## src/hw/enemyPkg.sv

```systemverilog
// Shared enemy constants and types; coordinates are unsigned 9-bit screen pixels, top-left origin
package enemyPkg;

    // Screen geometry
    localparam int coordW = 9;
    localparam int spriteW = 26;
    localparam int spriteH = 26;
    localparam int playerW = 18;
    localparam int playerH = 20;
    localparam int attackDist = 3; // Reach added on every side of both boxes

    // Arena limits for the enemy box
    localparam int xMin = 0;
    localparam int xMax = 319;
    localparam int yMin = 52;
    localparam int yMax = 205;

    // Motion per frame
    localparam int walkStep = 1;
    localparam int knockStep = 3;

    // Frames spent standing still after a hit
    localparam int stayFrames = 6;
    localparam int stayCntW = $clog2(stayFrames + 1);

    // USB HID scan codes
    localparam logic [7:0] keyW = 8'd26;
    localparam logic [7:0] keyA = 8'd4;
    localparam logic [7:0] keyS = 8'd22;
    localparam logic [7:0] keyD = 8'd7;
    localparam logic [7:0] keyG = 8'd10; // Possession toggle

    localparam int romAddrW = 14;

    // Spawn centres, one per slot, clockwise from the top-left corner
    localparam logic [coordW-1:0] spawnX [4] = '{9'd5, 9'd315, 9'd315, 9'd5};
    localparam logic [coordW-1:0] spawnY [4] = '{9'd65, 9'd65, 9'd180, 9'd180};

    // Facing, also the upper bits of the sprite frame number
    typedef enum logic [1:0] {
        dirDown  = 2'd0,
        dirLeft  = 2'd1,
        dirUp    = 2'd2,
        dirRight = 2'd3
    } dirT;

    typedef struct packed {
        logic [coordW-1:0] x;
        logic [coordW-1:0] y;
    } posT;

    typedef struct packed {
        logic up;
        logic left;
        logic down;
        logic right;
        logic possessed;
    } keyStateT;

    typedef struct packed {
        logic [1:0] step;    // Walk animation phase
        logic       stunned; // Stay counter running
    } animT;

endpackage

```

## src/hw/enemyMotionFsm.sv

```systemverilog
// Moves at most once per frameTick; spawn must be a constant and the reset position derives from it
module enemyMotionFsm (
    input  logic               Clk,
    input  logic               arstN,
    input  logic               frameTick,
    input  logic               attacked,
    input  logic               isAlive,
    input  enemyPkg::keyStateT keys,
    input  logic               stunned,
    input  enemyPkg::posT      player,
    input  enemyPkg::posT      spawn,
    output enemyPkg::posT      enemyPos,
    output enemyPkg::dirT      facing,
    output logic               moving,
    output logic               attackReady
);
    import enemyPkg::*;

    typedef enum logic [1:0] {
        sChase,
        sPossessed,
        sKnock,
        sStay
    } stateT;

    stateT             state;
    stateT             mode;
    dirT               reqDir;
    dirT               newFacing;
    logic [coordW-1:0] stepSize;
    logic              wantMove;
    logic              canStep;
    logic              stepTaken;
    logic              readyNext;
    logic              grownOverlap;
    logic              goRight;
    logic              goLeft;
    logic              goDown;
    logic              goUp;
    posT               stepPos;
    posT               resetPos;

    // Sprite is centred on the spawn point
    assign resetPos = '{x: spawn.x - coordW'(spriteW / 2), y: spawn.y - coordW'(spriteH / 2)};

    // Chase compares against the player box, possession uses held keys
    assign goRight = keys.possessed ? keys.right : (enemyPos.x + spriteW < player.x);
    assign goLeft  = keys.possessed ? keys.left  : (enemyPos.x > player.x + playerW);
    assign goDown  = keys.possessed ? keys.down  : (enemyPos.y + spriteH < player.y);
    assign goUp    = keys.possessed ? keys.up    : (enemyPos.y > player.y + playerH);

    // Both boxes grown by the attack reach
    assign grownOverlap = (enemyPos.x + spriteW + attackDist >= player.x)
                       && (enemyPos.x <= player.x + playerW + attackDist)
                       && (enemyPos.y + spriteH + attackDist >= player.y)
                       && (enemyPos.y <= player.y + playerH + attackDist);

    // Pick this frame's move, hit first, then stun, then walking rule
    always_comb begin
        mode     = keys.possessed ? sPossessed : sChase;
        reqDir   = facing;
        stepSize = coordW'(walkStep);
        wantMove = 1'b1;
        if (attacked) begin
            mode     = sKnock;
            reqDir   = dirT'(facing ^ 2'd2); // Back away from where we face
            stepSize = coordW'(knockStep);
        end else if (stunned) begin
            mode     = sStay;
            wantMove = 1'b0;
        end else if (goRight) begin
            reqDir = dirRight;
        end else if (goLeft) begin
            reqDir = dirLeft;
        end else if (goDown) begin
            reqDir = dirDown;
        end else if (goUp) begin
            reqDir = dirUp;
        end else begin
            wantMove = 1'b0; // Lined up with the player
        end
    end

    // Arena check for the requested step
    always_comb begin
        stepPos = enemyPos;
        unique case (reqDir)
            dirRight: begin
                canStep   = (enemyPos.x + spriteW + stepSize <= xMax);
                stepPos.x = enemyPos.x + stepSize;
            end
            dirLeft: begin
                canStep   = (enemyPos.x >= xMin + stepSize);
                stepPos.x = enemyPos.x - stepSize;
            end
            dirDown: begin
                canStep   = (enemyPos.y + spriteH + stepSize <= yMax);
                stepPos.y = enemyPos.y + stepSize;
            end
            default: begin
                canStep   = (enemyPos.y >= yMin + stepSize);
                stepPos.y = enemyPos.y - stepSize;
            end
        endcase
    end

    assign stepTaken = wantMove && canStep;
    assign moving    = frameTick && isAlive && stepTaken;
    assign newFacing = (wantMove && !attacked) ? reqDir : facing; // Turns even when blocked

    assign readyNext = keys.possessed ? grownOverlap : (!stepTaken && !attacked && !stunned);

    always_ff @(posedge Clk or negedge arstN) begin
        if (!arstN) begin
            state       <= sChase;
            enemyPos    <= resetPos;
            facing      <= dirDown;
            attackReady <= 1'b0;
        end else begin
            if (frameTick) begin
                state <= mode;
            end
            if (!isAlive) begin
                attackReady <= 1'b0; // Dead enemy is frozen in place
            end else if (frameTick) begin
                if (stepTaken) begin
                    enemyPos <= stepPos;
                end
                facing      <= newFacing;
                attackReady <= readyNext;
            end
        end
    end

    // The timer block must start its stay count on the knockback tick
    assert property (@(posedge Clk) disable iff (!arstN) state == sKnock |-> stunned)
        else $error("Knockback without a running stay count");

    // Vertical limits hold from reset on
    assert property (@(posedge Clk) disable iff (!arstN)
        enemyPos.y >= yMin && enemyPos.y + spriteH <= yMax)
        else $error("Enemy left the arena vertically");

    // Left spawn slots start wrapped below x = 0, so only rightward steps are bounded
    assert property (@(posedge Clk) disable iff (!arstN)
        enemyPos.x > $past(enemyPos.x) |-> enemyPos.x + spriteW <= xMax)
        else $error("Enemy stepped past the right arena edge");

endmodule

```

## src/hw/enemySubsystem.sv

```systemverilog
// One enemy per instance; spawnSlot must be 0..3 and only slot 0 can be possessed by the keyboard
module enemySubsystem #(
    parameter int spawnSlot = 0
) (
    input  logic                          Clk,
    input  logic                          arstN,
    input  logic                          frameTick,
    input  logic [15:0]                   keycode,
    input  enemyPkg::posT                 player,
    input  enemyPkg::posT                 pixel,
    input  logic                          attacked,
    input  logic                          isAlive,
    output logic                          isObj,
    output logic [enemyPkg::romAddrW-1:0] romAddr,
    output enemyPkg::posT                 enemyPos,
    output enemyPkg::dirT                 facing,
    output logic                          attackReady,
    output logic                          possessed
);
    import enemyPkg::*;

    keyStateT keys;
    animT     anim;
    posT      spawn;
    logic     moving;
    logic     possessEn;

    assign spawn     = '{x: spawnX[spawnSlot], y: spawnY[spawnSlot]};
    assign possessEn = (spawnSlot == 0);
    assign possessed = keys.possessed;

    keyDecoder uKeys (
        .Clk       (Clk),
        .arstN     (arstN),
        .frameTick (frameTick),
        .keycode   (keycode),
        .possessEn (possessEn),
        .keys      (keys)
    );

    enemyTimers uTimers (
        .Clk       (Clk),
        .arstN     (arstN),
        .frameTick (frameTick),
        .attacked  (attacked),
        .moving    (moving),
        .anim      (anim)
    );

    enemyMotionFsm uMotion (
        .Clk         (Clk),
        .arstN       (arstN),
        .frameTick   (frameTick),
        .attacked    (attacked),
        .isAlive     (isAlive),
        .keys        (keys),
        .stunned     (anim.stunned),
        .player      (player),
        .spawn       (spawn),
        .enemyPos    (enemyPos),
        .facing      (facing),
        .moving      (moving),
        .attackReady (attackReady)
    );

    spriteAddressGen uSprite (
        .enemyPos (enemyPos),
        .pixel    (pixel),
        .facing   (facing),
        .anim     (anim),
        .isAlive  (isAlive),
        .isObj    (isObj),
        .romAddr  (romAddr)
    );

endmodule

```

## src/hw/enemyTimers.sv

```systemverilog
// Both counters advance only on frameTick; attacked is meaningful only in a tick cycle
module enemyTimers (
    input  logic           Clk,
    input  logic           arstN,
    input  logic           frameTick,
    input  logic           attacked,
    input  logic           moving,
    output enemyPkg::animT anim
);
    import enemyPkg::*;

    logic [stayCntW-1:0] stayCnt;
    logic [1:0]          stepCnt;

    // Stay counter runs 1..stayFrames after a hit, idle at zero
    always_ff @(posedge Clk or negedge arstN) begin
        if (!arstN) begin
            stayCnt <= '0;
        end else if (frameTick) begin
            if (attacked) begin
                stayCnt <= stayCntW'(1); // A new hit restarts the wait
            end else if (stayCnt == stayCntW'(stayFrames)) begin
                stayCnt <= '0;
            end else if (stayCnt != '0) begin
                stayCnt <= stayCnt + stayCntW'(1);
            end
        end
    end

    // Walk phase, wraps through four poses
    always_ff @(posedge Clk or negedge arstN) begin
        if (!arstN) begin
            stepCnt <= '0;
        end else if (frameTick && moving) begin
            stepCnt <= stepCnt + 2'd1;
        end
    end

    assign anim.stunned = (stayCnt != '0);
    assign anim.step    = stepCnt;

    assert property (@(posedge Clk) disable iff (!arstN)
        stayCnt <= stayCntW'(stayFrames))
        else $error("Stay counter ran past its limit");

endmodule

```

## src/hw/keyDecoder.sv

```systemverilog
// Keycode holds two independent scan code bytes; possession only toggles when possessEn is set
module keyDecoder (
    input  logic               Clk,
    input  logic               arstN,
    input  logic               frameTick,
    input  logic [15:0]        keycode,
    input  logic               possessEn,
    output enemyPkg::keyStateT keys
);
    import enemyPkg::*;

    logic possessedQ;
    logic gHeld;

    // True when either byte carries the given scan code
    function automatic logic hasKey(input logic [15:0] code, input logic [7:0] key);
        return (code[7:0] == key) || (code[15:8] == key);
    endfunction

    assign gHeld = hasKey(keycode, keyG);

    // One toggle per frame while G is down
    always_ff @(posedge Clk or negedge arstN) begin
        if (!arstN) begin
            possessedQ <= 1'b0;
        end else if (frameTick && gHeld && possessEn) begin
            possessedQ <= ~possessedQ;
        end
    end

    assign keys.up        = hasKey(keycode, keyW);
    assign keys.left      = hasKey(keycode, keyA);
    assign keys.down      = hasKey(keycode, keyS);
    assign keys.right     = hasKey(keycode, keyD);
    assign keys.possessed = possessedQ;

endmodule

```

## src/hw/spriteAddressGen.sv

```systemverilog
// Purely combinational; ROM holds 16 frames of 26x26 words, four poses per facing
module spriteAddressGen (
    input  enemyPkg::posT               enemyPos,
    input  enemyPkg::posT               pixel,
    input  enemyPkg::dirT               facing,
    input  enemyPkg::animT              anim,
    input  logic                        isAlive,
    output logic                        isObj,
    output logic [enemyPkg::romAddrW-1:0] romAddr
);
    import enemyPkg::*;

    logic [coordW-1:0]   dx;
    logic [coordW-1:0]   dy;
    logic                inBox;
    logic [1:0]          pose;
    logic [3:0]          frameNum;
    logic [romAddrW-1:0] frameBase;
    logic [romAddrW-1:0] rowBase;

    assign dx = pixel.x - enemyPos.x;
    assign dy = pixel.y - enemyPos.y;

    assign inBox = (pixel.x >= enemyPos.x) && (pixel.x < enemyPos.x + spriteW)
                && (pixel.y >= enemyPos.y) && (pixel.y < enemyPos.y + spriteH);

    assign isObj = inBox && isAlive;

    // Stunned pose, else standing on even steps and alternating feet on odd ones
    always_comb begin
        if (anim.stunned) begin
            pose = 2'd3;
        end else if (anim.step[0]) begin
            pose = 2'd1 + {1'b0, anim.step[1]};
        end else begin
            pose = 2'd0;
        end
    end

    assign frameNum  = {facing, pose}; // 4 * facing + pose
    assign frameBase = romAddrW'(frameNum * (spriteW * spriteH));
    assign rowBase   = romAddrW'(dy * spriteW);

    assign romAddr = isObj ? frameBase + rowBase + romAddrW'(dx) : '0;

endmodule

```

## config.mk

```make
export PLATFORM = sky130hd
export DESIGN_NAME = enemySubsystem
export DESIGN_NICKNAME = d
export VERILOG_FILES = /design/src/hw/enemyPkg.sv /design/src/hw/enemyMotionFsm.sv /design/src/hw/enemySubsystem.sv /design/src/hw/enemyTimers.sv /design/src/hw/keyDecoder.sv /design/src/hw/spriteAddressGen.sv
export SDC_FILE = /design/constraint.sdc
export NUM_CORES = 1
export LEC_CHECK = 0
export BUFFER_PORTS_ARGS = -buffer_cell sky130_fd_sc_hd__buf_2
export CAP_MARGIN = 20
export CORE_UTILIZATION = 40
export CTS_CLUSTER_SIZE = 14
export DETAILED_ROUTE_END_ITERATION = 16
export GPL_ROUTABILITY_DRIVEN = 0
export PLACE_DENSITY = 0.63
export SLEW_MARGIN = 20
export SYNTH_ARGS = -nofsm -noshare
export SYNTH_HDL_FRONTEND = slang
export SYNTH_SLANG_ARGS = --single-unit
```

## constraint.sdc

```tcl
create_clock -name Clk -period 16.15 [get_ports Clk]
set_clock_uncertainty 0.15 [all_clocks]
set_input_delay 2.4225 -clock Clk [delete_from_list [all_inputs] [get_ports Clk]]
set_output_delay 2.4225 -clock Clk [all_outputs]
set_load 0.005 [all_outputs]
```

==> qor.csv, run 1 <==
metric,value,unit
num-fill-cells,1894,
synth_cell_types,80,
io_pins,94,
dp_hpwl,16200,µm
drtIter0Drc,482,
cp-end-kind,output pin,
num_antenna_cells,0,
synthFlopType,dfrtp_1,
start_util,41.1,%
rsz0062_at_grt,false,
min_period,10.20,ns
synth_area_per_cell,8.22,µm²
area_growth,10.3,%
synth_common_cells,"178 x ha_1, 111 x inv_1, 86 x xnor2_1, 57 x a21oi_1, 54 x nor2_1",
met2_length,8840,µm
yosysSeqAreaShare,8.88,%
reg2regPathDepth,23,
wirelength_met1,9630,µm
postCtsSetupBuffers,0,
die_h,141,µm
port_buffers,93,
dr_wl_met3,575,µm
clock-sinks,27,
syn-cell-area,7730,µm²
finalHoldViolations,0,
cp.required,13.58,ns
hold_class,reg -> reg,
design.core.area,18800,µm²
cts_tree,yes,
multi_input_comb_area,6550,µm²
postSynthCellCount,941,
ys_async_sr_fraction,100,%
clk_latency,0.27,ns
cp-start-kind,input pin,
synth_edf_count,0,
synth.top_cell.area_share,28.8,%
syn_nets,1199,
cts_htree_levels,1,
post-route-period-util,63.1,%
wire_per_inst,14.9,µm
critPathMaxFanout,3,
grt_pass1_wl,32000,µm
yosys.area.top_type,ha_1,
ys_ff_latch,27,
whs_path_depth,1,
vias,6686,
cts_resized,0,
slew_viol_final,0,
status,completed,
tns,0,ns
relSlewSlack,43.9,%
grt-ovfl-total,0,
cts_made_buffers,3,
fmax,98.1,MHz
rows,50,
dr.pass1.iters,5,
synth_area_leaders,"ha_1 29%, xnor2_1 9.7%, fa_1 6.0%",
antenna_found_initial,0,
final_util,45.3,%
grt_max_degree,28,
drtAntennaViolNets,0,
clockRootBuffer,clkbuf_16,
yosys_warnings,0,
dieArea,19900,µm²
first_global_vias,6427,
cap_violations,0,
layout-drive-gt1-share,12.6,%
grt_usage,19.9,%
drc,0,
clk_pin_slew,0.07,ns
worst_pin_slew,0.836,ns
die_x,141,µm
cp.arrival,7.63,ns
routed_via_density,5.20,
cts_hold_buf,0,
nets,1285,
criticalPathCategory,in -> out,
clockBufferDepth,2,
top_layer,met4,
setup_viol,0,
wirelength,19200,µm
yosysMostFrequentCell,ha_1,
seqCellArea,687,µm²
## final timing paths
| check | to | startpoint | slack, ns |
|---|---|---|---|
| max in group asynchronous | uTimers.stayCnt[1] | arstN | 13.40 |
| worst min register to register | uTimers.stepCnt[0] | uTimers.stepCnt[0] | 0.37 |
| worst max register to register | uMotion.enemyPos[8] | uMotion.enemyPos[10] | 9.91 |
| worst min-delay path | uTimers.stepCnt[0] | uTimers.stepCnt[0] | 0.37 |
| min in group asynchronous | uMotion.enemyPos[11] | arstN | 2.03 |
| worst max-delay path | romAddr[13] | pixel[0] | 5.95 |
## cells by family (layout without fill, tap and decap cells)
logic type / count (synthesis) / count (layout) / share of synthesized area [%]
multiplexers: 9 / 9 / 1.20
AO/OA/AOI/OAI: 218 / 218 / 19.1
buffers and inverters: 125 / 210 / 6.47
XOR/XNOR: 107 / 107 / 12.2
adder cells (fa/ha/maj): 201 / 201 / 34.8
AND/OR/NAND/NOR: 254 / 254 / 17.3
flip-flops: 27 / 27 / 8.88
## registers in the layout (all words and copies together) (netlist names)
signal	cells
uMotion.attackReady	1
uTimers.stepCnt	2
uMotion.facing	2
uKeys.possessedQ	1
uTimers.stayCnt	3
uMotion.enemyPos	18
## placed cells by master (no fill, tap or decap), types with 4 or more instances in the layout
cell	Yosys	layout
buf_2	3	93
o21ai_0	47	47
o21a_1	12	12
nand2_1	51	51
inv_1	111	111
xor2_1	20	20
or3_1	5	5
nand4_1	11	11
a21oi_1	57	57
o21ai_1	4	4
nand2b_1	18	18
and2_1	15	15
o2111ai_1	4	4
o21bai_1	9	9
a21o_1	25	25
and4_1	4	4
a21boi_0	4	4
dfstp_2	9	9
ha_1	178	178
nor2_1	54	54
nor4_1	9	9
nor2b_1	19	19
and3_1	5	5
dfrtp_1	18	18
xnor2_1	86	86
mux2i_1	7	7
nor3_1	28	28
fa_1	23	23
nand3_1	17	17
o211ai_1	6	6
a211oi_1	4	4
## cell type report
cell class / instances / share of cell area [%]
clock buffer: 4 / 0.924
inverter: 112 / 4.93
multi-input combinational: 789 / 76.7
sequential: 27 / 8.05
tap: 260 / 3.81
timing repair buffer: 94 / 5.54
## routing by layer
layer / global-route usage, % / vias up
li1: - / 3492
met1: 28.0 / 3047
met2: 33.9 / 135
met3: 2.14 / 12
met4: 1.89 / 0
met5: 0 / -
## critical path, cell delays in order
cell      delay [ns]
buf_2           0.10
inv_1           0.07
ha_1            0.17
inv_1           0.08
fa_1            0.40
nand2_1         0.08
nand2_1         0.05
a21oi_1         0.28
o21bai_1        0.10
a21oi_1         0.18
xor2_1          0.30
inv_1           0.11
ha_1            0.29
inv_1           0.05
fa_1            0.52
inv_1           0.04
ha_1            0.33
o21ai_0         0.10
nand2b_1        0.10
a21o_1          0.18
a21oi_1         0.17
xnor2_1         0.14
ha_1            0.26
ha_1            0.23
o41ai_1         0.47
xnor2_1         0.16
and2_1          0.13
buf_2           0.10
## metrics by stage
step,cell area [µm²],hold slack [ns],setup WS [ns],instances
6_report,8530,0.371,5.95,1286
3_3_place_gp,8450,0.356,6.12,1282
4_1_cts,8530,0.371,5.95,1286
5_1_grt,8530,0.394,5.53,1286
2_1_floorplan,7730,0.329,6.62,941
3_5_place_dp,8450,0.359,5.96,1282
Power of run 1 is not shown: default switching activity piles up to over one toggle a cycle in this logic, so the estimate is an artifact.
==> run 2: changes to the inputs <==
--- a/config.mk
+++ b/config.mk
@@ -5,6 +5,7 @@
 export SDC_FILE = /design/constraint.sdc
 export NUM_CORES = 1
 export LEC_CHECK = 0
+export ABC_AREA = 1
 export BUFFER_PORTS_ARGS = -buffer_cell sky130_fd_sc_hd__buf_2
 export CAP_MARGIN = 20
 export CORE_UTILIZATION = 40
==> constraint.sdc (replaced) <==
create_clock -name Clk -period 10.2 [get_ports Clk]
set_clock_uncertainty 0.15 [all_clocks]
set_input_delay 1.53 -clock Clk [delete_from_list [all_inputs] [get_ports Clk]]
set_output_delay 1.53 -clock Clk [all_outputs]
set_load 0.005 [all_outputs]
==> qor.csv, run 2 <==
metric,value,unit,change
cts_htree_levels,1,,unchanged
ys_ff_latch,27,,unchanged
clock-sinks,27,,unchanged
finalHoldViolations,0,,unchanged
cp-end-kind,output pin,,
drtIter0Drc,486,,+0.83%
criticalPathCategory,in -> out,,
yosysMostFrequentCell,nand2_1,,
num_antenna_cells,0,,unchanged
wire_per_inst,13.6,µm,-8.5%
max_stage_delay,0.54,ns,+0.02 ns
clockBufferDepth,2,,unchanged
drtAntennaViolNets,0,,unchanged
synth_area_per_cell,7.12,µm²,-13%
dp_hpwl,17400,µm,+7.1%
dp_slack,1.57,ns,-4.39 ns
slew_viol_final,0,,unchanged
hold_class,reg -> reg,,
holdWs,0.359,ns,-0.0121 ns
setup_viol,0,,unchanged
yosys.area.top_type,ha_1,,
cap_violations,0,,unchanged
area_growth,10.4,%,about the same
first_global_vias,7052,,+9.7%
status,completed,,
cts_tree,yes,,
min_period,8.56,ns,
seqCellArea,687,µm²,unchanged
synth_common_cells,"219 x nand2_1, 188 x inv_1, 178 x ha_1, 84 x nor2_1, 70 x a21oi_1",,
dieArea,20700,µm²,+4.0%
postCtsSetupBuffers,0,,unchanged
io_pins,94,,unchanged
grt-ovfl-total,0,,unchanged
synth.top_cell.area_share,27.7,%,-1.1 points
nets,1480,,+15%
synth_edf_count,0,,unchanged
syn_nets,1388,,+16%
grt_max_degree,28,,unchanged
relSlewSlack,55.2,%,+11 points
max_flop_register,uMotion.enemyPos,,
dr.pass1.iters,5,,unchanged
largest_register_ffs,18,,unchanged
reg_top3,"uMotion.enemyPos x18, uTimers.stayCnt x3",,
die_h,144,µm,+2.0%
cp-start-kind,input pin,,
postSynthCellCount,1130,,+20%
synth_cell_types,62,,-23%
design.core.area,19600,µm²,+4.0%
slowest_stage,fa_1,,
wirelength,20300,µm,+5.7%
grt_usage,20.3,%,+0.38 points
fmax,117,MHz,
rows,51,,+2.0%
ys_async_sr_fraction,100,%,unchanged
cts_resized,0,,unchanged
layout-drive-gt1-share,13.3,%,+0.69 points
clk_latency,0.26,ns,about the same
rsz0062_at_grt,false,,
grt_pass1_wl,33900,µm,+5.8%
num-fill-cells,2039,,+7.7%
start_util,41.1,%,about the same
multi_input_comb_area,6570,µm²,+0.34%
cts_hold_buf,0,,unchanged
cp.required,8.52,ns,-5.06 ns
routed_via_density,4.98,,-4.3%
final_common_cell,nand2_1,,
post-route-period-util,83.9,%,
layout_common_cells,"219 x nand2_1, 188 x inv_1, 178 x ha_1, 93 x buf_2, 84 x nor2_1",,
cts_made_buffers,3,,unchanged
synth_area_leaders,"ha_1 28%, nand2_1 10%, inv_1 8.8%",,
drc,0,,unchanged
syn-cell-area,8050,µm²,+4.0%
vias,7394,,+11%
die_x,144,µm,+2.0%
yosysSeqAreaShare,8.54,%,-0.35 points
clockRootBuffer,clkbuf_16,,
worst_slack,1.64,ns,-4.31 ns
cp.arrival,6.88,ns,-0.75 ns
synthFlopType,dfrtp_1,,
tns,0,ns,unchanged
critPathMaxFanout,4,,+1
worst_pin_slew,0.671,ns,-0.164 ns
clk_pin_slew,0.07,ns,about the same
antenna_found_initial,0,,unchanged
yosys_warnings,0,,unchanged
port_buffers,93,,unchanged
==> run 2: logic make-up after synthesis <==
family | after synthesis | share of synthesized area, %
buffers and inverters | 204 | 9.83
AOI/OAI and AO/OA | 159 | 11.7
and+or+nand+nor | 441 | 25.1
DFF | 27 | 8.54
adders and majority gates | 201 | 33.4
xor gates and xnor gates | 98 | 11.4
==> run 2: critical path, delay by kind of cell <==
family          cells  cell delay (ns)
fa+ha+maj           7             2.44
compound gates     11             1.70
xor+xnor            2             0.54
buf+inv             7             0.47
simple gates        2             0.17
==> run 2: final cells by class <==
| type | instances | area share, % |
|---|---|---|
| clock buffer | 3 | 0.845 |
| timing repair buffer | 93 | 5.24 |
| clock inverter | 1 | 0.0986 |
| tap | 265 | 3.73 |
| multi-input combinational | 899 | 73.9 |
| sequential | 27 | 7.73 |
| inverter | 198 | 8.41 |
==> run 2: routing by layer <==
layer,global-route usage [%],part of all wire (%),routed length (µm),vias to the layer above
met5,0,0,0,-
met4,3.30,1.6,315,0
met3,1.10,3.1,630,19
met2,35.8,47,9450,134
met1,27.5,49,9880,3369
li1,-,-,-,3872
==> run 2: final timing paths <==
check                           cells after the start                start                    to  slack [ns]
max in group asynchronous                           1                arstN   uMotion.attackReady        8.33
worst max register to register                     31  uMotion.enemyPos[1]   uMotion.enemyPos[8]        4.64
worst min register to register                      1   uTimers.stepCnt[0]    uTimers.stepCnt[0]        0.36
min in group asynchronous                           1                arstN  uMotion.enemyPos[11]        1.14
worst min-delay path                                1   uTimers.stepCnt[0]    uTimers.stepCnt[0]        0.36
worst max-delay path                               29             pixel[0]           romAddr[13]        1.64
==> run 2: per-stage QoR <==
step	cell area, µm²	std cells	util, %
final	8880	1486	45.3
after global routing	8880	1486	45.3
after CTS	8880	1486	45.3
after detailed placement	8800	1482	44.9
after global placement	8800	1482	44.9
after floorplan	8050	1130	-
Power of run 2 is left out for the same reason.
